## src/verilog/z80_pkg.sv

```systemverilog
/* Shared definitions for the Z80-style core: opcode fields, ALU operation codes,
   register indices, machine-cycle kinds and internal bus selects.
   Blocks refer to these by scoped name. */
package z80_pkg;

    // ALU operation, opcode bits 5..3 in Z80 order
    typedef enum logic [2:0] {
        alu_add = 3'd0,
        alu_adc = 3'd1,
        alu_sub = 3'd2,
        alu_sbc = 3'd3,
        alu_and = 3'd4,
        alu_xor = 3'd5,
        alu_or  = 3'd6,
        alu_cp  = 3'd7
    } alu_op_t;

    // Register index, B=0 C=1 D=2 E=3 H=4 L=5 A=7
    typedef logic [2:0] reg_idx_t;
    localparam reg_idx_t reg_a = 3'd7;

    // Machine-cycle kind
    typedef enum logic [1:0] {
        cyc_fetch = 2'd0,
        cyc_read  = 2'd1,
        cyc_write = 2'd2,
        cyc_halt  = 2'd3
    } cycle_t;

    // Address source toward the pins
    typedef enum logic {
        sel_pc    = 1'b0,
        sel_latch = 1'b1
    } addr_sel_t;

    // Internal data bus driver
    typedef enum logic [2:0] {
        src_pins = 3'd0,
        src_alu  = 3'd1,
        src_regs = 3'd2,
        src_lo   = 3'd3,
        src_hi   = 3'd4
    } bus_src_t;

    // Fixed opcodes
    localparam logic [7:0] op_nop  = 8'h00;
    localparam logic [7:0] op_halt = 8'h76;
    localparam logic [7:0] op_jp   = 8'hC3;
    localparam logic [7:0] op_st_a = 8'h32;

    localparam logic [15:0] reset_pc = 16'h0000;

endpackage
```

## src/verilog/z80_lite_top.sv

```systemverilog
/* Top level of the small Z80-style core. Joins the internal data bus mux,
   the sequencer and the datapath blocks, and brings out the memory pin bus. */
`timescale 1ns/1ps

module z80_lite_top (
    input  logic        clk,
    input  logic        arst_n,
    input  logic [7:0]  din,
    input  logic        n_wait,
    output logic [15:0] addr,
    output logic [7:0]  dout,
    output logic        n_mreq,
    output logic        n_rd,
    output logic        n_wr,
    output logic        n_m1,
    output logic        n_halt
);

    // Internal data bus and its sources
    logic [7:0] db;
    logic [7:0] rdata;
    logic [7:0] alu_result;
    logic [7:0] reg_q;
    logic [7:0] acc;

    // Control from the sequencer
    logic                 cyc_start;
    logic                 cyc_done;
    z80_pkg::cycle_t      cyc_kind;
    z80_pkg::addr_sel_t   addr_sel;
    z80_pkg::bus_src_t    bus_src;
    z80_pkg::reg_idx_t    reg_waddr;
    z80_pkg::reg_idx_t    reg_raddr;
    z80_pkg::alu_op_t     alu_op;
    logic                 pc_inc;
    logic                 pc_load;
    logic                 reg_we;
    logic                 acc_we;
    logic                 flag_we;
    logic                 lo_we;
    logic                 hi_we;
    logic                 halted;

    // ~~~~~~~~~~~~~~~~~~~~~~~~~~~~~~~~~~~~~~~~~~~~~~~~~~~~~~~~~~
    // Internal data bus
    // ~~~~~~~~~~~~~~~~~~~~~~~~~~~~~~~~~~~~~~~~~~~~~~~~~~~~~~~~~~
    always_comb begin
        case (bus_src)
            z80_pkg::src_alu:  db = alu_result;
            z80_pkg::src_regs: db = reg_q;
            default:           db = rdata;
        endcase
    end

    // Control block
    sequencer     sequencer     ( .* );

    // Datapath blocks around the bus
    alu           alu           ( .*, .operand(db) );
    reg_file      reg_file      ( .*, .wdata(db) );
    address_latch address_latch ( .* );
    bus_pins      bus_pins      ( .*, .wdata(db) );

endmodule

```

## src/verilog/sequencer.sv

```systemverilog
/* Control block of the core: instruction register, opcode decode and the
   machine-cycle state machine that steers every write enable on the bus. */
`timescale 1ns/1ps

module sequencer (
    input  logic               clk,
    input  logic               arst_n,
    input  logic [7:0]         db,
    input  logic               cyc_done,
    output logic               cyc_start,
    output z80_pkg::cycle_t    cyc_kind,
    output z80_pkg::addr_sel_t addr_sel,
    output logic               pc_inc,
    output logic               pc_load,
    output z80_pkg::bus_src_t  bus_src,
    output logic               reg_we,
    output z80_pkg::reg_idx_t  reg_waddr,
    output z80_pkg::reg_idx_t  reg_raddr,
    output z80_pkg::alu_op_t   alu_op,
    output logic               acc_we,
    output logic               flag_we,
    output logic               lo_we,
    output logic               hi_we,
    output logic               halted
);

    logic [7:0]      ir;
    logic            ir_we;
    logic            started;
    logic            busy;
    logic            wb_pending;
    logic [1:0]      opnd_cnt;
    z80_pkg::cycle_t cur_kind;
    z80_pkg::cycle_t next_kind;
    z80_pkg::cycle_t kind_now;
    logic            s_phase;
    logic            exec_s;
    logic            done_fetch;
    logic            done_read;
    logic            wb_cycle;
    logic            is_ld_rn;
    logic            is_ld_rr;
    logic            is_alu_r;
    logic            is_alu_n;
    logic            is_jp;
    logic            is_st;
    logic            is_halt;
    logic            need_nn;

    // ~~~~~~~~~~~~~~~~~~~~~~~~~~~~~~~~~~~~~~~~~~~~~~~~~~~~~~~~~~
    // Opcode decode
    // ~~~~~~~~~~~~~~~~~~~~~~~~~~~~~~~~~~~~~~~~~~~~~~~~~~~~~~~~~~
    assign is_halt  = (ir == z80_pkg::op_halt);
    assign is_jp    = (ir == z80_pkg::op_jp);
    assign is_st    = (ir == z80_pkg::op_st_a);
    // 00 rrr 110
    assign is_ld_rn = (ir[7:6] == 2'b00) && (ir[2:0] == 3'b110);
    // 01 ddd sss, HALT sits in the middle of this block
    assign is_ld_rr = (ir[7:6] == 2'b01) && !is_halt;
    // 10 ooo sss and 11 ooo 110
    assign is_alu_r = (ir[7:6] == 2'b10);
    assign is_alu_n = (ir[7:6] == 2'b11) && (ir[2:0] == 3'b110);
    // Two operand bytes nn
    assign need_nn  = is_jp | is_st;

    assign alu_op = z80_pkg::alu_op_t'(ir[5:3]);

    // Start phase of a machine cycle, also the decode or execute slot
    assign s_phase    = started & ~busy;
    assign exec_s     = s_phase & (cur_kind == z80_pkg::cyc_fetch);
    assign done_fetch = busy & cyc_done & (cur_kind == z80_pkg::cyc_fetch);
    assign done_read  = busy & cyc_done & (cur_kind == z80_pkg::cyc_read);
    // ALU result goes back to A while the pins are busy
    assign wb_cycle   = wb_pending & busy & ~cyc_done;

    // Kind of the cycle that follows the one just finished
    always_comb begin
        case (cur_kind)
            z80_pkg::cyc_fetch: begin
                if (is_halt)
                    next_kind = z80_pkg::cyc_halt;
                else if (is_ld_rn || is_alu_n || need_nn)
                    next_kind = z80_pkg::cyc_read;
                else
                    next_kind = z80_pkg::cyc_fetch;
            end
            z80_pkg::cyc_read: begin
                if (need_nn && opnd_cnt == 2'd1)
                    next_kind = z80_pkg::cyc_read;
                else if (is_st && opnd_cnt == 2'd2)
                    next_kind = z80_pkg::cyc_write;
                else
                    next_kind = z80_pkg::cyc_fetch;
            end
            z80_pkg::cyc_write: next_kind = z80_pkg::cyc_fetch;
            default:            next_kind = z80_pkg::cyc_halt;
        endcase
    end

    assign kind_now  = busy ? cur_kind : next_kind;
    assign cyc_kind  = kind_now;
    assign addr_sel  = (kind_now == z80_pkg::cyc_write) ? z80_pkg::sel_latch : z80_pkg::sel_pc;
    assign cyc_start = s_phase & (next_kind != z80_pkg::cyc_halt);
    assign halted    = (cur_kind == z80_pkg::cyc_halt);

    // ~~~~~~~~~~~~~~~~~~~~~~~~~~~~~~~~~~~~~~~~~~~~~~~~~~~~~~~~~~
    // Bus steering and write enables
    // ~~~~~~~~~~~~~~~~~~~~~~~~~~~~~~~~~~~~~~~~~~~~~~~~~~~~~~~~~~
    always_comb begin
        bus_src   = z80_pkg::src_pins;
        reg_we    = 1'b0;
        reg_waddr = ir[5:3];
        reg_raddr = ir[2:0];
        acc_we    = 1'b0;
        flag_we   = 1'b0;
        lo_we     = 1'b0;
        hi_we     = 1'b0;
        pc_inc    = 1'b0;
        pc_load   = 1'b0;
        ir_we     = 1'b0;
        // Opcode byte lands in IR
        if (done_fetch) begin
            ir_we  = 1'b1;
            pc_inc = 1'b1;
        end
        // Operand byte straight from the pins
        if (done_read) begin
            reg_we  = is_ld_rn;
            flag_we = is_alu_n;
            acc_we  = is_alu_n && (alu_op != z80_pkg::alu_cp);
            lo_we   = need_nn && (opnd_cnt == 2'd0);
            hi_we   = need_nn && (opnd_cnt == 2'd1);
            pc_load = is_jp && (opnd_cnt == 2'd1);
            pc_inc  = !pc_load;
        end
        // Register operand ops run in the slot after the fetch
        if (exec_s && (is_ld_rr || is_alu_r)) begin
            bus_src = z80_pkg::src_regs;
            reg_we  = is_ld_rr;
            flag_we = is_alu_r;
            acc_we  = is_alu_r && (alu_op != z80_pkg::alu_cp);
        end
        // A onto the bus for the pin block to hold as write data
        if (s_phase && next_kind == z80_pkg::cyc_write) begin
            bus_src   = z80_pkg::src_regs;
            reg_raddr = z80_pkg::reg_a;
        end
        if (wb_cycle) begin
            bus_src   = z80_pkg::src_alu;
            reg_we    = 1'b1;
            reg_waddr = z80_pkg::reg_a;
        end
    end

    always_ff @(posedge clk or negedge arst_n) begin
        if (!arst_n) begin
            started    <= 1'b0;
            busy       <= 1'b0;
            cur_kind   <= z80_pkg::cyc_fetch;
            ir         <= z80_pkg::op_nop;
            opnd_cnt   <= 2'd0;
            wb_pending <= 1'b0;
        end else begin
            // One idle cycle after reset before the first fetch
            started <= 1'b1;
            if (s_phase) begin
                cur_kind <= next_kind;
                busy     <= cyc_start;
            end else if (busy && cyc_done) begin
                busy <= 1'b0;
            end
            if (ir_we) begin
                ir       <= db;
                opnd_cnt <= 2'd0;
            end else if (done_read) begin
                opnd_cnt <= opnd_cnt + 2'd1;
            end
            if (acc_we)
                wb_pending <= 1'b1;
            else if (wb_cycle)
                wb_pending <= 1'b0;
        end
    end

endmodule

```

## src/verilog/bus_pins.sv

```systemverilog
/* Pin control for memory cycles. Drops the strobes one edge after cyc_start,
   holds them through wait states and returns read data with cyc_done. */
`timescale 1ns/1ps

module bus_pins (
    input  logic            clk,
    input  logic            arst_n,
    input  logic            cyc_start,
    input  z80_pkg::cycle_t cyc_kind,
    input  logic            halted,
    input  logic [7:0]      din,
    input  logic            n_wait,
    input  logic [7:0]      wdata,
    output logic [7:0]      rdata,
    output logic            cyc_done,
    output logic [7:0]      dout,
    output logic            n_mreq,
    output logic            n_rd,
    output logic            n_wr,
    output logic            n_m1,
    output logic            n_halt
);

    // ~~~~~~~~~~~~~~~~~~~~~~~~~~~~~~~~~~~~~~~~~~~~~~~~~~~~~~~~~~
    // Strobe state, n_mreq low means a cycle is open
    // ~~~~~~~~~~~~~~~~~~~~~~~~~~~~~~~~~~~~~~~~~~~~~~~~~~~~~~~~~~
    always_ff @(posedge clk or negedge arst_n) begin
        if (!arst_n) begin
            n_mreq   <= 1'b1;
            n_rd     <= 1'b1;
            n_wr     <= 1'b1;
            n_m1     <= 1'b1;
            n_halt   <= 1'b1;
            cyc_done <= 1'b0;
        end else begin
            n_halt   <= ~halted;
            cyc_done <= 1'b0;
            if (cyc_start) begin
                n_mreq <= 1'b0;
                n_rd   <= (cyc_kind == z80_pkg::cyc_write);
                n_wr   <= (cyc_kind != z80_pkg::cyc_write);
                n_m1   <= (cyc_kind != z80_pkg::cyc_fetch);
            end else if (!n_mreq && n_wait) begin
                // Memory ready, close the cycle
                n_mreq   <= 1'b1;
                n_rd     <= 1'b1;
                n_wr     <= 1'b1;
                n_m1     <= 1'b1;
                cyc_done <= 1'b1;
            end
        end
    end

    // Write data held from the strobe edge, read data taken at the ready edge
    always_ff @(posedge clk) begin
        if (cyc_start && cyc_kind == z80_pkg::cyc_write)
            dout <= wdata;
        if (!n_rd && n_wait)
            rdata <= din;
    end

endmodule

```

## src/verilog/address_latch.sv

```systemverilog
/* Program counter with its incrementer, the nn operand latch and the mux that
   picks which of the two goes out on the address pins. */
`timescale 1ns/1ps

module address_latch (
    input  logic               clk,
    input  logic               arst_n,
    input  logic [7:0]         db,
    input  logic               lo_we,
    input  logic               hi_we,
    input  z80_pkg::addr_sel_t addr_sel,
    input  logic               pc_inc,
    input  logic               pc_load,
    output logic [15:0]        addr
);

    logic [15:0] pc;
    logic [7:0]  lo_q;
    logic [7:0]  hi_q;

    // JP takes the high byte from the bus in the same cycle it is latched
    always_ff @(posedge clk or negedge arst_n) begin
        if (!arst_n)
            pc <= z80_pkg::reset_pc;
        else if (pc_load)
            pc <= {db, lo_q};
        else if (pc_inc)
            pc <= pc + 16'd1;
    end

    // Operand latch, one byte per read
    always_ff @(posedge clk) begin
        if (lo_we)
            lo_q <= db;
        if (hi_we)
            hi_q <= db;
    end

    assign addr = (addr_sel == z80_pkg::sel_latch) ? {hi_q, lo_q} : pc;

endmodule

```

## src/verilog/reg_file.sv

```systemverilog
/* Register file with B, C, D, E, H, L and A. One write port at the clock edge,
   one combinational read port and a direct accumulator output for the ALU. */
`timescale 1ns/1ps

module reg_file (
    input  logic              clk,
    input  logic              arst_n,
    input  logic              reg_we,
    input  z80_pkg::reg_idx_t reg_waddr,
    input  z80_pkg::reg_idx_t reg_raddr,
    input  logic [7:0]        wdata,
    output logic [7:0]        reg_q,
    output logic [7:0]        acc
);

    logic [7:0] regs [7];

    // Code 7 (A) folds onto slot 6, the (HL) hole
    function automatic logic [2:0] slot(input z80_pkg::reg_idx_t idx);
        return (idx == z80_pkg::reg_a) ? 3'd6 : idx;
    endfunction

    always_ff @(posedge clk or negedge arst_n) begin
        if (!arst_n) begin
            for (int i = 0; i < 7; i++)
                regs[i] <= 8'h00;
        end else if (reg_we && reg_waddr != 3'd6) begin
            regs[slot(reg_waddr)] <= wdata;
        end
    end

    assign reg_q = regs[slot(reg_raddr)];
    assign acc   = regs[slot(z80_pkg::reg_a)];

endmodule

```

## src/verilog/alu.sv

```systemverilog
/* 8-bit ALU working on A and the bus operand. Holds the result latch that is
   written back to A over the bus, and the carry flag that ADC and SBC use. */
`timescale 1ns/1ps

module alu (
    input  logic             clk,
    input  logic             arst_n,
    input  z80_pkg::alu_op_t alu_op,
    input  logic [7:0]       operand,
    input  logic             acc_we,
    input  logic             flag_we,
    input  logic [7:0]       acc,
    output logic [7:0]       alu_result
);

    logic [8:0] sum;
    logic       flag_c;

    // Bit 8 is carry for adds and borrow for subtracts
    always_comb begin
        case (alu_op)
            z80_pkg::alu_add: sum = {1'b0, acc} + {1'b0, operand};
            z80_pkg::alu_adc: sum = {1'b0, acc} + {1'b0, operand} + {8'h00, flag_c};
            z80_pkg::alu_sbc: sum = {1'b0, acc} - {1'b0, operand} - {8'h00, flag_c};
            // Logic ops clear C
            z80_pkg::alu_and: sum = {1'b0, acc & operand};
            z80_pkg::alu_xor: sum = {1'b0, acc ^ operand};
            z80_pkg::alu_or:  sum = {1'b0, acc | operand};
            // SUB and CP
            default:          sum = {1'b0, acc} - {1'b0, operand};
        endcase
    end

    // Stored carry for ADC and SBC
    always_ff @(posedge clk or negedge arst_n) begin
        if (!arst_n)
            flag_c <= 1'b0;
        else if (flag_we)
            flag_c <= sum[8];
    end

    // Result latch that feeds the bus on write-back
    always_ff @(posedge clk) begin
        if (acc_we)
            alu_result <= sum[7:0];
    end

endmodule

```

## config.mk

```make
export PLATFORM = sky130hd
export DESIGN_NAME = z80_lite_top
export DESIGN_NICKNAME = d
export VERILOG_FILES = /design/src/verilog/z80_pkg.sv /design/src/verilog/z80_lite_top.sv /design/src/verilog/sequencer.sv /design/src/verilog/bus_pins.sv /design/src/verilog/address_latch.sv /design/src/verilog/reg_file.sv /design/src/verilog/alu.sv
export SDC_FILE = /design/constraint.sdc
export NUM_CORES = 1
export LEC_CHECK = 0
export BUFFER_PORTS_ARGS = -buffer_cell sky130_fd_sc_hd__buf_2
export CORE_AREA = 8 8 130 132
export DETAILED_ROUTE_END_ITERATION = 16
export DIE_AREA = 0 0 138 140
export GPL_TIMING_DRIVEN = 1
export PLACE_DENSITY = 0.83
export REMOVE_ABC_BUFFERS = 1
export SYNTH_ARGS = -nofsm -noshare
export SYNTH_HDL_FRONTEND = slang
export SYNTH_HIERARCHICAL = 1
export SYNTH_SLANG_ARGS = --single-unit
```

## constraint.sdc

```tcl
create_clock -name clk -period 7.82 [get_ports clk]
set_clock_uncertainty 0.1 [all_clocks]
set_input_delay 0 -clock clk [delete_from_list [all_inputs] [get_ports clk]]
set_output_delay 0 -clock clk [all_outputs]
set_load 0.005 [all_outputs]
```

After elaboration in Yosys (flattened, before gate mapping)
Index checks and enable logic that the tools add are counted.
Word-level totals
  flip-flop bits (word level): 134
  latch bits: 0
  bits in writable memories: 0
  memory bits (read-only): 0
  bits of input ports: 11
  output and inout port bits: 29
  word-level logic and storage cells: 163
  memories: 0
Cells by class
  add/subtract/negate cells: 6
  multipliers: 0
  divide/modulo/power cells: 0
  magnitude comparators: 3
  equality and inequality tests: 27
  shift-type cells: 0
  mux-type cells: 50
  bitwise gates (word level): 17
  reductions and logical operators: 34
Operators with widths (number)
  56-bit bitwise mux: 1
  9-bit case mux with 6 select lines: 1
  16-bit two-way mux: 3
  1-bit two-way mux: 25
  8-bit binary-select mux with 3-bit select: 1
  8-bit demux with 3-bit select: 1
  8-bit two-way mux: 3
  3-bit equality test, second input constant: 6
  2-bit two-way mux: 9
  1-bit logical AND: 17
  16-bit by 1-bit adder with 16-bit output, second input constant: 1
  8-bit case mux with 2 select lines: 1
  2-bit equality test, second input constant: 7
  3-bit two-way mux: 4
  2-bit nonzero test: 6
  8-bit by 8-bit adder with 9-bit output: 1
  9-bit by 1-bit adder with 9-bit output: 1
  8-bit by 8-bit subtractor with 9-bit output: 1
  9-bit by 1-bit subtractor with 9-bit output: 1
  1-bit AND: 8
  8-bit AND: 1
  8-bit by 6-bit equality test with 1-bit output, second input constant: 1
  8-bit by 7-bit equality test with 1-bit output, second input constant: 1
  8-bit equality test, second input constant: 1
  other kinds (18): 35

Depth between registers and ports, before layout
Gate-level depths: netlist of run 1.
  depth after elaboration: 20
  depth in mapped cells: 25
  depth with buffers taken out: 24

Modules after synthesis
The synthesis of run 1 kept the hierarchy.
By module, submodules not included
  reg_file: times used 1, cells each 188, area an instance 2683.8 sq um, seq. area each 1401.3 sq um
  alu: times used 1, cells each 296, area an instance 2210.9 sq um, seq. area each 265.3 sq um
  address_latch: times used 1, cells each 136, area an instance 1611.5 sq um, seq. area each 880.8 sq um
  sequencer: times used 1, cells each 119, area an instance 1082.3 sq um, seq. area each 375.4 sq um
  bus_pins: times used 1, cells each 38, area an instance 733.2 sq um, seq. area each 636.9 sq um
  z80_lite_top: times used 1, cells each 49, area an instance 339.1 sq um, seq. area each 0.0 sq um

Least setup slack after synthesis of run 1
Ideal clock, no wire load.
  path kind: register -> register
  from: register sequencer.ir[0]
  to: register alu.alu_result[5] (data pin)
  setup time: 0.261 ns
  data arrival time: 5.067 ns
  required time: 7.459 ns
  setup slack: 2.392 ns
  stages on the path, launching flop included: 23
  path buffers: 1
  clock period less this slack: 5.428 ns
  path through: dfrtp_1 -> nand3b_1 -> or4_1 -> o21ai_1 -> nand4_1 -> nand2b_1 -> clkbuf_1 -> mux2_2 -> o211ai_1 -> o221ai_1 -> nor2_1 -> a21oi_1 -> o221a_2 -> ha_1 -> inv_1 -> fa_1 -> inv_1 -> nand3_1 -> or4_4 -> a21o_1 -> o221ai_2 -> xor2_1 -> a221o_1
Between the ends
  word-level cells in the longest chain between the ends: 20
  elaborated cells on any way between the ends: 43
  those cells by class: add/sub (4); eq/ne (8); mux (15); bitwise (5); reduce/logical (11)
RTL lines
  start: declaration: RTL line sequencer.sv:27  | logic [7:0] ir;
  start signal: assignment: RTL line sequencer.sv:160  | ir <= z80_pkg::op_nop;
  parallel branches: the longest is 9 deep, another holds 8-bit equality test
  3-bit two-way mux (*): RTL line sequencer.sv:144  | if (s_phase && next_kind == z80_pkg::cyc_write) begin
  via reg_raddr[0]: RTL line z80_lite_top.sv:33  | z80_pkg::reg_idx_t reg_raddr;
  3-bit equality test: RTL line reg_file.sv:20  | return (idx == z80_pkg::reg_a) ? 3'd6 : idx;
  3-bit two-way mux (*): RTL line reg_file.sv:20
  3-bit NOT with 4-bit output (not written as such) (*): RTL line reg_file.sv:32  | assign reg_q = regs[slot(reg_raddr)];
  8-bit binary-select mux with 3-bit select (*): RTL line reg_file.sv:32
  8-bit two-way mux (not written as such) (*) (2 in a row): RTL line reg_file.sv:32
  via reg_q[0]: RTL line z80_lite_top.sv:23  | logic [7:0] reg_q;
  8-bit case mux with 2 select lines (*): RTL line z80_lite_top.sv:48  | case (bus_src)
  via db[0]: RTL line z80_lite_top.sv:20  | logic [7:0] db;
  8-bit by 8-bit subtractor with 9-bit output / 8-bit by 8-bit adder with 9-bit output (equally long branches)
  9-bit by 1-bit subtractor with 9-bit output / 9-bit by 1-bit adder with 9-bit output (equally long branches): RTL line alu.sv:24, alu.sv:23
  9-bit case mux with 6 select lines (*): RTL line alu.sv:21  | case (alu_op)
  via alu.sum[5]: RTL line alu.sv:16  | logic [8:0] sum;
  end signal: assignment: RTL line alu.sv:45  | alu_result <= sum[7:0];
  end: declaration: RTL line alu.sv:13  | output logic [7:0] alu_result
Mark *: on every way through the listed nets, which the timed path passes. The select of a mux whose other input is x is not followed.
A chain may end at the register's enable or synchronous reset.

Worst setup path after layout of run 1
  from: register sequencer.ir[5]
  to: register alu.flag_c
Between the ends
  word-level cells in the longest chain between the ends: 19
  elaborated cells on any way between the ends: 43
  those cells by class: add/sub (4); eq/ne (12); mux (16); bitwise (2); reduce/logical (9)
RTL lines
  8-bit equality test / 8-bit by 6-bit equality test with 1-bit output (equally long branches): RTL line sequencer.sv:54, sequencer.sv:55
  1-bit bitwise OR: RTL line sequencer.sv:64  | assign need_nn = is_jp | is_st;
  1-bit logical OR: RTL line sequencer.sv:82  | else if (is_ld_rn || is_alu_n || need_nn)
  1-bit two-way mux: RTL line sequencer.sv:82
  2-bit two-way mux: RTL line sequencer.sv:80  | if (is_halt)
  2-bit case mux with 3 select lines (*): RTL line sequencer.sv:78  | case (cur_kind)
  2-bit equality test (*): RTL line sequencer.sv:144
  1-bit logical AND (*): RTL line sequencer.sv:144
  [1 not listed]
  via reg_raddr[0]: RTL line z80_lite_top.sv:33
  [3 not listed]
  8-bit binary-select mux with 3-bit select (*): RTL line reg_file.sv:32
  8-bit two-way mux (not written as such) (*) (2 in a row): RTL line reg_file.sv:32
  via reg_q[2]: RTL line z80_lite_top.sv:23
  8-bit case mux with 2 select lines (*): RTL line z80_lite_top.sv:48
  via db[2]: RTL line z80_lite_top.sv:20
  8-bit by 8-bit subtractor with 9-bit output / 8-bit by 8-bit adder with 9-bit output (equally long branches)
  9-bit by 1-bit subtractor with 9-bit output / 9-bit by 1-bit adder with 9-bit output (equally long branches): RTL line alu.sv:24, alu.sv:23
  9-bit case mux with 6 select lines (*): RTL line alu.sv:21
  end signal: assignment: RTL line alu.sv:39  | flag_c <= sum[8];
  end: declaration: RTL line alu.sv:17  | logic flag_c;
Mark *: on every way through the listed nets, which the timed path passes. The rest lies on a longest branch. The select of a mux whose other input is x is not followed.

==> impl_metrics.toml, run 1 <==
[critical_path]
startpoint_type = "flip-flop"
cp_top_family = "simple AND/OR/NAND/NOR gates"
worst-setup-path-type = "flip-flop to flip-flop"
worst-endpoint-arrival_ns = 7.02
cp_cell_sequence = "nand3b_1 > or4_1 > o21ai_1 > nand4_1 > nand2b_1 > mux2_2 > o211ai_1 > o221ai_1 > nor2_1 > a21oi_1 > o221a_2 > inv_1 > ha_1 > or2_2 > and3_1 > nor4b_2 > nand4_1 > o21a_1 > o21ai_0 > a41oi_1"
cp_slowest_cell = "dfrtp_1"
crit_path_max_fanout = 26
cp.required_ns = 8.00
cp-end-kind = "flip-flop"
critPathMostFrequentCell = "nand4_1"
max_stage_delay_ns = 0.85
cp_num_buf_inv = 1

[global_route]
grt_overflow = 0
grt_use_total_pct = 22.4
grt_max_degree = 75
grt_pass1_wl_microns = 35200
antenna_found_initial = 0
grt_pass1_vias = 6641

[placement]
gp_congestion = 0.977
io_buffers = 39
dp_hpwl_microns = 14900

[logic_synthesis]
synth.most_common_cell = "dfrtp_1"
synth_seq_cells = 134
synth_flop_cell = "dfrtp_1"
synth_area_per_cell_sq_um = 10.5
ys_top_cells_by_count = "dfrtp_1 (89), mux2_2 (86), nor2_1 (65), nand2_1 (46), edfxtp_1 (40)"
yosysTopAreaCell = "dfrtp_1"
ys_warn_count = 6
yosysTopAreaCellShare_pct = 25.7
synth-edff-count = 40
synthCells = 826
async_flop_share_pct = 70.1
synth_cell_types = 90
ys_seq_area_share_pct = 41.1
synth_area_leaders = "dfrtp_1 (26%), edfxtp_1 (14%), mux2_2 (11%), ha_1 (4.6%), nor2_1 (2.8%)"
netlist_area_sq_mm = 0.00866

[sta]
rsz0062_at_grt = "no"
min_period_ns = 6.83
tightest_slew_ns = 0.953
setup_viol = 0
hold_viol_final = 0
period_share_pct = 87.4
drv_slew = 0
slew_headroom_pct = 36.5
fmax_ghz = 0.146
finalSetupTns_ns = 0

[floorplanning]
die_w_microns = 138
fp.dieH_microns = 140
coreArea_sq_mm = 0.0149
ios = 40
placementRows = 45
design.die.area_sq_mm = 0.0193
start_util_pct = 58.3

[layout]
final_core_util_pct = 63.9
drive_gt1_share_pct = 24.4
diodes = 0
final.fill_count = 1181
syn_to_final_growth_pct = 9.75
nets = 891

[clock_network]
cts.sinks = 134
cts.htree.levels = 4
clockBufferDepth = 2
cts_tree = "built"
cts_root_buf = "clkbuf_16"
cts_made_buffers = 17
clock_latency_ns = 0.43
path_clk_slew_ns = 0.06

[power_and_ir_drop]
power.leakage_nw = 3.99
powerDensity_mw_per_mm2 = 361
ir_worst_vdd_mv = 0.209
fin_total_pwr_w = 0.00343

[flow_run]
max_cap_viol_count = 0

[routing]
vias = 6642
dr.pass1.iters = 5
wl_per_cell_microns = 20.6
routed_wl_microns = 21500
vias_per_cell = 6.34
ant_nets = 0
drt_iter0_drc = 601
route.detailed.drc = 0

[outcome]
status = "completed"

[hold_path]
min_path_type = "input pin to async pin"
-- routing by layer --
metal	wire length, microns	GRT usage, %	share of wire (%)
met5	0	0	0
met4	898	12.1	4.2
met3	1250	4.87	5.8
met2	10400	36.9	48
met1	9010	27.0	42
-- power by group --
group	total (W)	switching, W	internal [W]	leakage, nW
combinational	0.00156	0.000919	0.000645	2.11
clock	0.000811	0.000308	0.000503	0.297
sequential	0.00106	0.000149	0.000910	1.58
-- layout make-up --
class                   instances  area, sq um  area share, %
clock buffers                  24          524           5.52
well taps                     188          235           2.47
inverters                      38          143           1.50
repair buffers                 58          368           3.87
clock inverters                 8         82.6          0.869
multi-input cells             597         4590           48.3
flip-flops and latches        134         3560           37.4
-- registers in the layout, indices dropped and copies added, names as in the netlist, 2 cells and up --
register / count
address_latch/hi_q: 8
address_latch/lo_q: 8
address_latch/pc: 16
alu/alu_result: 8
bus_pins/dout: 8
bus_pins/rdata: 8
reg_file/acc: 8
reg_file/regs: 48
sequencer/cur_kind: 2
sequencer/ir: 8
sequencer/opnd_cnt: 2
-- cells by family after synthesis --
kind of cell / share of synthesized area (%)
other: 0.0867
adders and majority gates: 5.09
AOI/OAI and AO/OA: 15.2
buffers and inverters: 5.87
and+or+nand+nor: 16.2
muxes: 13.5
DFF: 41.1
xor gates and xnor gates: 2.92
-- stage by stage --
step / hold WS, ns / worst slack, ns / cells / instance area (sq um)
2_1_floorplan: -0.396 / 1.79 / 769 / 8300
3_3_place_gp: -0.201 / 1.39 / 1004 / 8790
3_5_place_dp: -0.201 / 1.25 / 1004 / 8790
4_1_cts: 0.00196 / 1.17 / 1047 / 9510
5_1_grt: 0.0302 / 0.638 / 1047 / 9510
6_report: 0.0107 / 0.989 / 1047 / 9510
-- worst paths after layout --
kind | from | end | slack [ns] | depth (start not counted)
setup / recovery | sequencer/ir[5] | alu/flag_c | 0.99 | 20
hold reg to reg | sequencer/wb_pending | sequencer/wb_pending | 0.38 | 1
min in group clk | din[3] | bus_pins/rdata[3] | 0.19 | 2
setup reg to reg | sequencer/ir[5] | alu/flag_c | 0.99 | 20
max in group asynchronous | arst_n | sequencer/ir[4] | 6.47 | 3
hold / removal | arst_n | bus_pins/n_m1 | 0.01 | 2
-- placed cells by master (no fill, tap or decap), types with 19 or more instances in the layout --
cell type | netlist | layout
a21oi_1 | 32 | 32
buf_2 | 10 | 38
clkbuf_16 | 0 | 19
dfrtp_1 | 89 | 89
edfxtp_1 | 40 | 40
ha_1 | 32 | 32
inv_1 | 38 | 38
mux2_2 | 86 | 86
mux2i_1 | 20 | 20
nand2_1 | 46 | 46
nand2b_1 | 23 | 23
nor2_1 | 65 | 65
o21ai_0 | 39 | 39
-- repair_timing --
item                                   CTS  global route
endpoints found under the hold margin   33             0
resized for setup                        0             0
hold buffers                            11             0
buffers inserted                         0             0
(Power assumes the default switching activity.)
==> run 2, diff against run 1 <==
--- a/config.mk
+++ b/config.mk
@@ -10,7 +10,7 @@
 export DETAILED_ROUTE_END_ITERATION = 16
 export DIE_AREA = 0 0 138 140
 export GPL_TIMING_DRIVEN = 1
-export PLACE_DENSITY = 0.83
+export PLACE_DENSITY_LB_ADDON = 0.1
 export REMOVE_ABC_BUFFERS = 1
 export SYNTH_ARGS = -nofsm -noshare
 export SYNTH_HDL_FRONTEND = slang
==> run 2 against run 1 <==
Against the previous run:
- critical path depth unchanged
- count of clock-buffer cells in the layout decreased by 5
- flip-flop and latch count unchanged
- clock power decreased by 5.4%
- first-iteration DRC count decreased by 4.5%
- power decreased by 0.55%
- final cell count decreased by 0.38%
- combinational power about the same
- sequential power about the same
- final area decreased by 0.78%
- setup slack got worse by 0.075 ns
- global-route usage increased by 1.0 points
- highest routed layer unchanged
==> impl_metrics.toml, run 2 (same netlist as run 1, synthesis figures left out) <==
[outcome]
status = "completed"

[floorplanning]
coreArea_sq_mm = 0.0149
start_util_pct = 58.3
fp.dieH_microns = 140
die_w_microns = 138
design.die.area_sq_mm = 0.0193
placementRows = 45
ios = 40

[power_and_ir_drop]
clockPowerShare_pct = 22.5
ir_worst_vdd_mv = 0.187
seq_power_share_pct = 31.1
powerDensity_mw_per_mm2 = 362
p_int_w = 0.00202
combPwrFrac_pct = 46.5
switchingPower_w = 0.00140
p_sw_share_pct = 40.9
power.leakage_nw = 3.94

[hold_path]
min_path_type = "input pin to async pin"

[layout]
largest_reg_flops = 48
diodes = 0
nets = 887
layout_common_cells = "dfrtp_1 (89), mux2_2 (86), nor2_1 (65)"
reg.largest.list = "reg_file/regs: 48 flops, address_latch/pc: 16 flops"
layout.cells.most_common = "dfrtp_1"
syn_to_final_growth_pct = 8.90
regMostFlops = "reg_file/regs"
drive_gt1_share_pct = 23.9

[critical_path]
cp_top_family = "simple AND/OR/NAND/NOR gates"
rr_startpoint = "sequencer/ir[5]"
crit_path_start = "sequencer/ir[5]"
worst-endpoint-arrival_ns = 6.97
cp.required_ns = 7.88
worst-setup-path-type = "flip-flop to flip-flop"
crit_path_max_fanout = 26
cp_slowest_cell = "dfrtp_1"
endpoint = "alu/alu_result[5]"
cp_cell_sequence = "nand3b_1 > or4_1 > o21ai_1 > nand4_1 > nand2b_1 > mux2_2 > o211ai_1 > o221ai_1 > nor2_1 > a21oi_1 > o221a_2 > inv_1 > ha_1 > xnor2_2 > nand3_1 > or4_4 > a21o_1 > o221ai_2 > xor2_1 > a221o_1"
worst-r2r-cell-count = 20
rr_endpoint = "alu/alu_result[5]"
critical_path_depth = 20
reg2reg_setup_slack_ns = 0.91
cp-end-kind = "flip-flop"
startpoint_type = "flip-flop"
max_stage_delay_ns = 0.92
cp_num_buf_inv = 1

[clock_network]
cts_root_buf = "clkbuf_16"
clock_latency_ns = 0.42
cts_made_buffers = 17
cts.htree.levels = 4
cts_setup_buffers = 0
cts.sinks = 134
path_clk_slew_ns = 0.06
clockBufferDepth = 2
cts_tree = "built"

[routing]
vias = 6557
route.detailed.drc = 0
wl_per_cell_microns = 21.9
drt_iter0_drc = 574
vias_per_cell = 6.29
routed_wl_microns = 22900
dr.pass1.iters = 5
ant_nets = 0

[global_route]
grt_max_degree = 51
grt_use_total_pct = 23.4
grt_overflow = 0
antenna_found_initial = 0
grt_pass1_wl_microns = 36100
grt_pass1_vias = 6388

[sta]
period_share_pct = 88.3
min_period_ns = 6.91
setup_viol = 0
slew_headroom_pct = 26.0
drv_slew = 0
whs_ns = 0.0288
fmax_ghz = 0.145
tightest_slew_ns = 1.11
finalSetupTns_ns = 0
rsz0062_at_grt = "no"
hold_viol_final = 0

[flow_run]
max_cap_viol_count = 0

[placement]
gp_congestion = 0.941
dp_hpwl_microns = 16500
io_buffers = 39
run 2: cell count changes in the layout (fill, tap and decap cells not counted):
cell / delta
clkbuf_16: -2
buf_4: -3
clkinvlp_4: +3
clkbuf_8: -3
clkinv_2: -1
dlygate4sd3_1: -1
bufinv_16: +1
inv_6: -1
clkinv_1: +3
run 2: final cells by class:
type / count / area, sq um
clock inverters: 13 / 133
flip-flops and latches: 134 / 3560
repair buffers: 54 / 335
clock buffers: 19 / 433
multi-input cells: 597 / 4590
well taps: 188 / 235
fillers: 1212 / 5430
inverters: 38 / 143
run 2: power by group through the flow:
stage	Combinational, W	Sequential, W	Clock (W)
2_1_floorplan	0.00109	0.00107	0
3_3_place_gp	0.00153	0.00106	0
3_5_place_dp	0.00155	0.00107	0
4_1_cts	0.00157	0.00106	0.000777
5_1_grt	0.00173	0.00108	0.000810
6_report	0.00159	0.00106	0.000767
run 2: worst min-delay path by stage:
stage | endpoint | slack (ns) | depth (start not counted)
floorplan | address_latch/pc[0] | -0.40 | 0
global placement | address_latch/pc[2] | -0.08 | 1
detailed placement | address_latch/pc[2] | -0.06 | 1
CTS | address_latch/pc[2] | 0.05 | 2
global route | address_latch/pc[2] | 0.08 | 2
finish | address_latch/pc[2] | 0.03 | 2
run 2: metal layers:
layer  wire, microns  share of wire, %  track usage, %  vias up
li1                -                 -               -     3064
met1            9690                42            28.2     3228
met2           11300                49            39.9      216
met3            1180               5.2            5.24       49
met4             700               3.1            9.67        0
met5               0                 0               0        -
run 2: per-stage QoR:
| stage | util [%] | total power [W] | cell area [sq um] | setup WS, ns | cells |
|---|---|---|---|---|---|
| global route | 63.5 | 0.00362 | 9430 | 0.555 | 1043 |
| global placement | 59.0 | 0.00259 | 8770 | 1.22 | 1001 |
| CTS | 63.5 | 0.00340 | 9430 | 1.09 | 1043 |
| finish | 63.5 | 0.00341 | 9430 | 0.914 | 1043 |
| floorplan | - | 0.00215 | 8300 | 1.79 | 769 |
| detailed placement | 59.0 | 0.00262 | 8770 | 1.12 | 1001 |
run 2: repair_timing:
item / 4_1_cts / 5_1_grt
hold buffers: 10 / 0
endpoints found under the hold margin: 57 / 0
resized for setup: 0 / 0
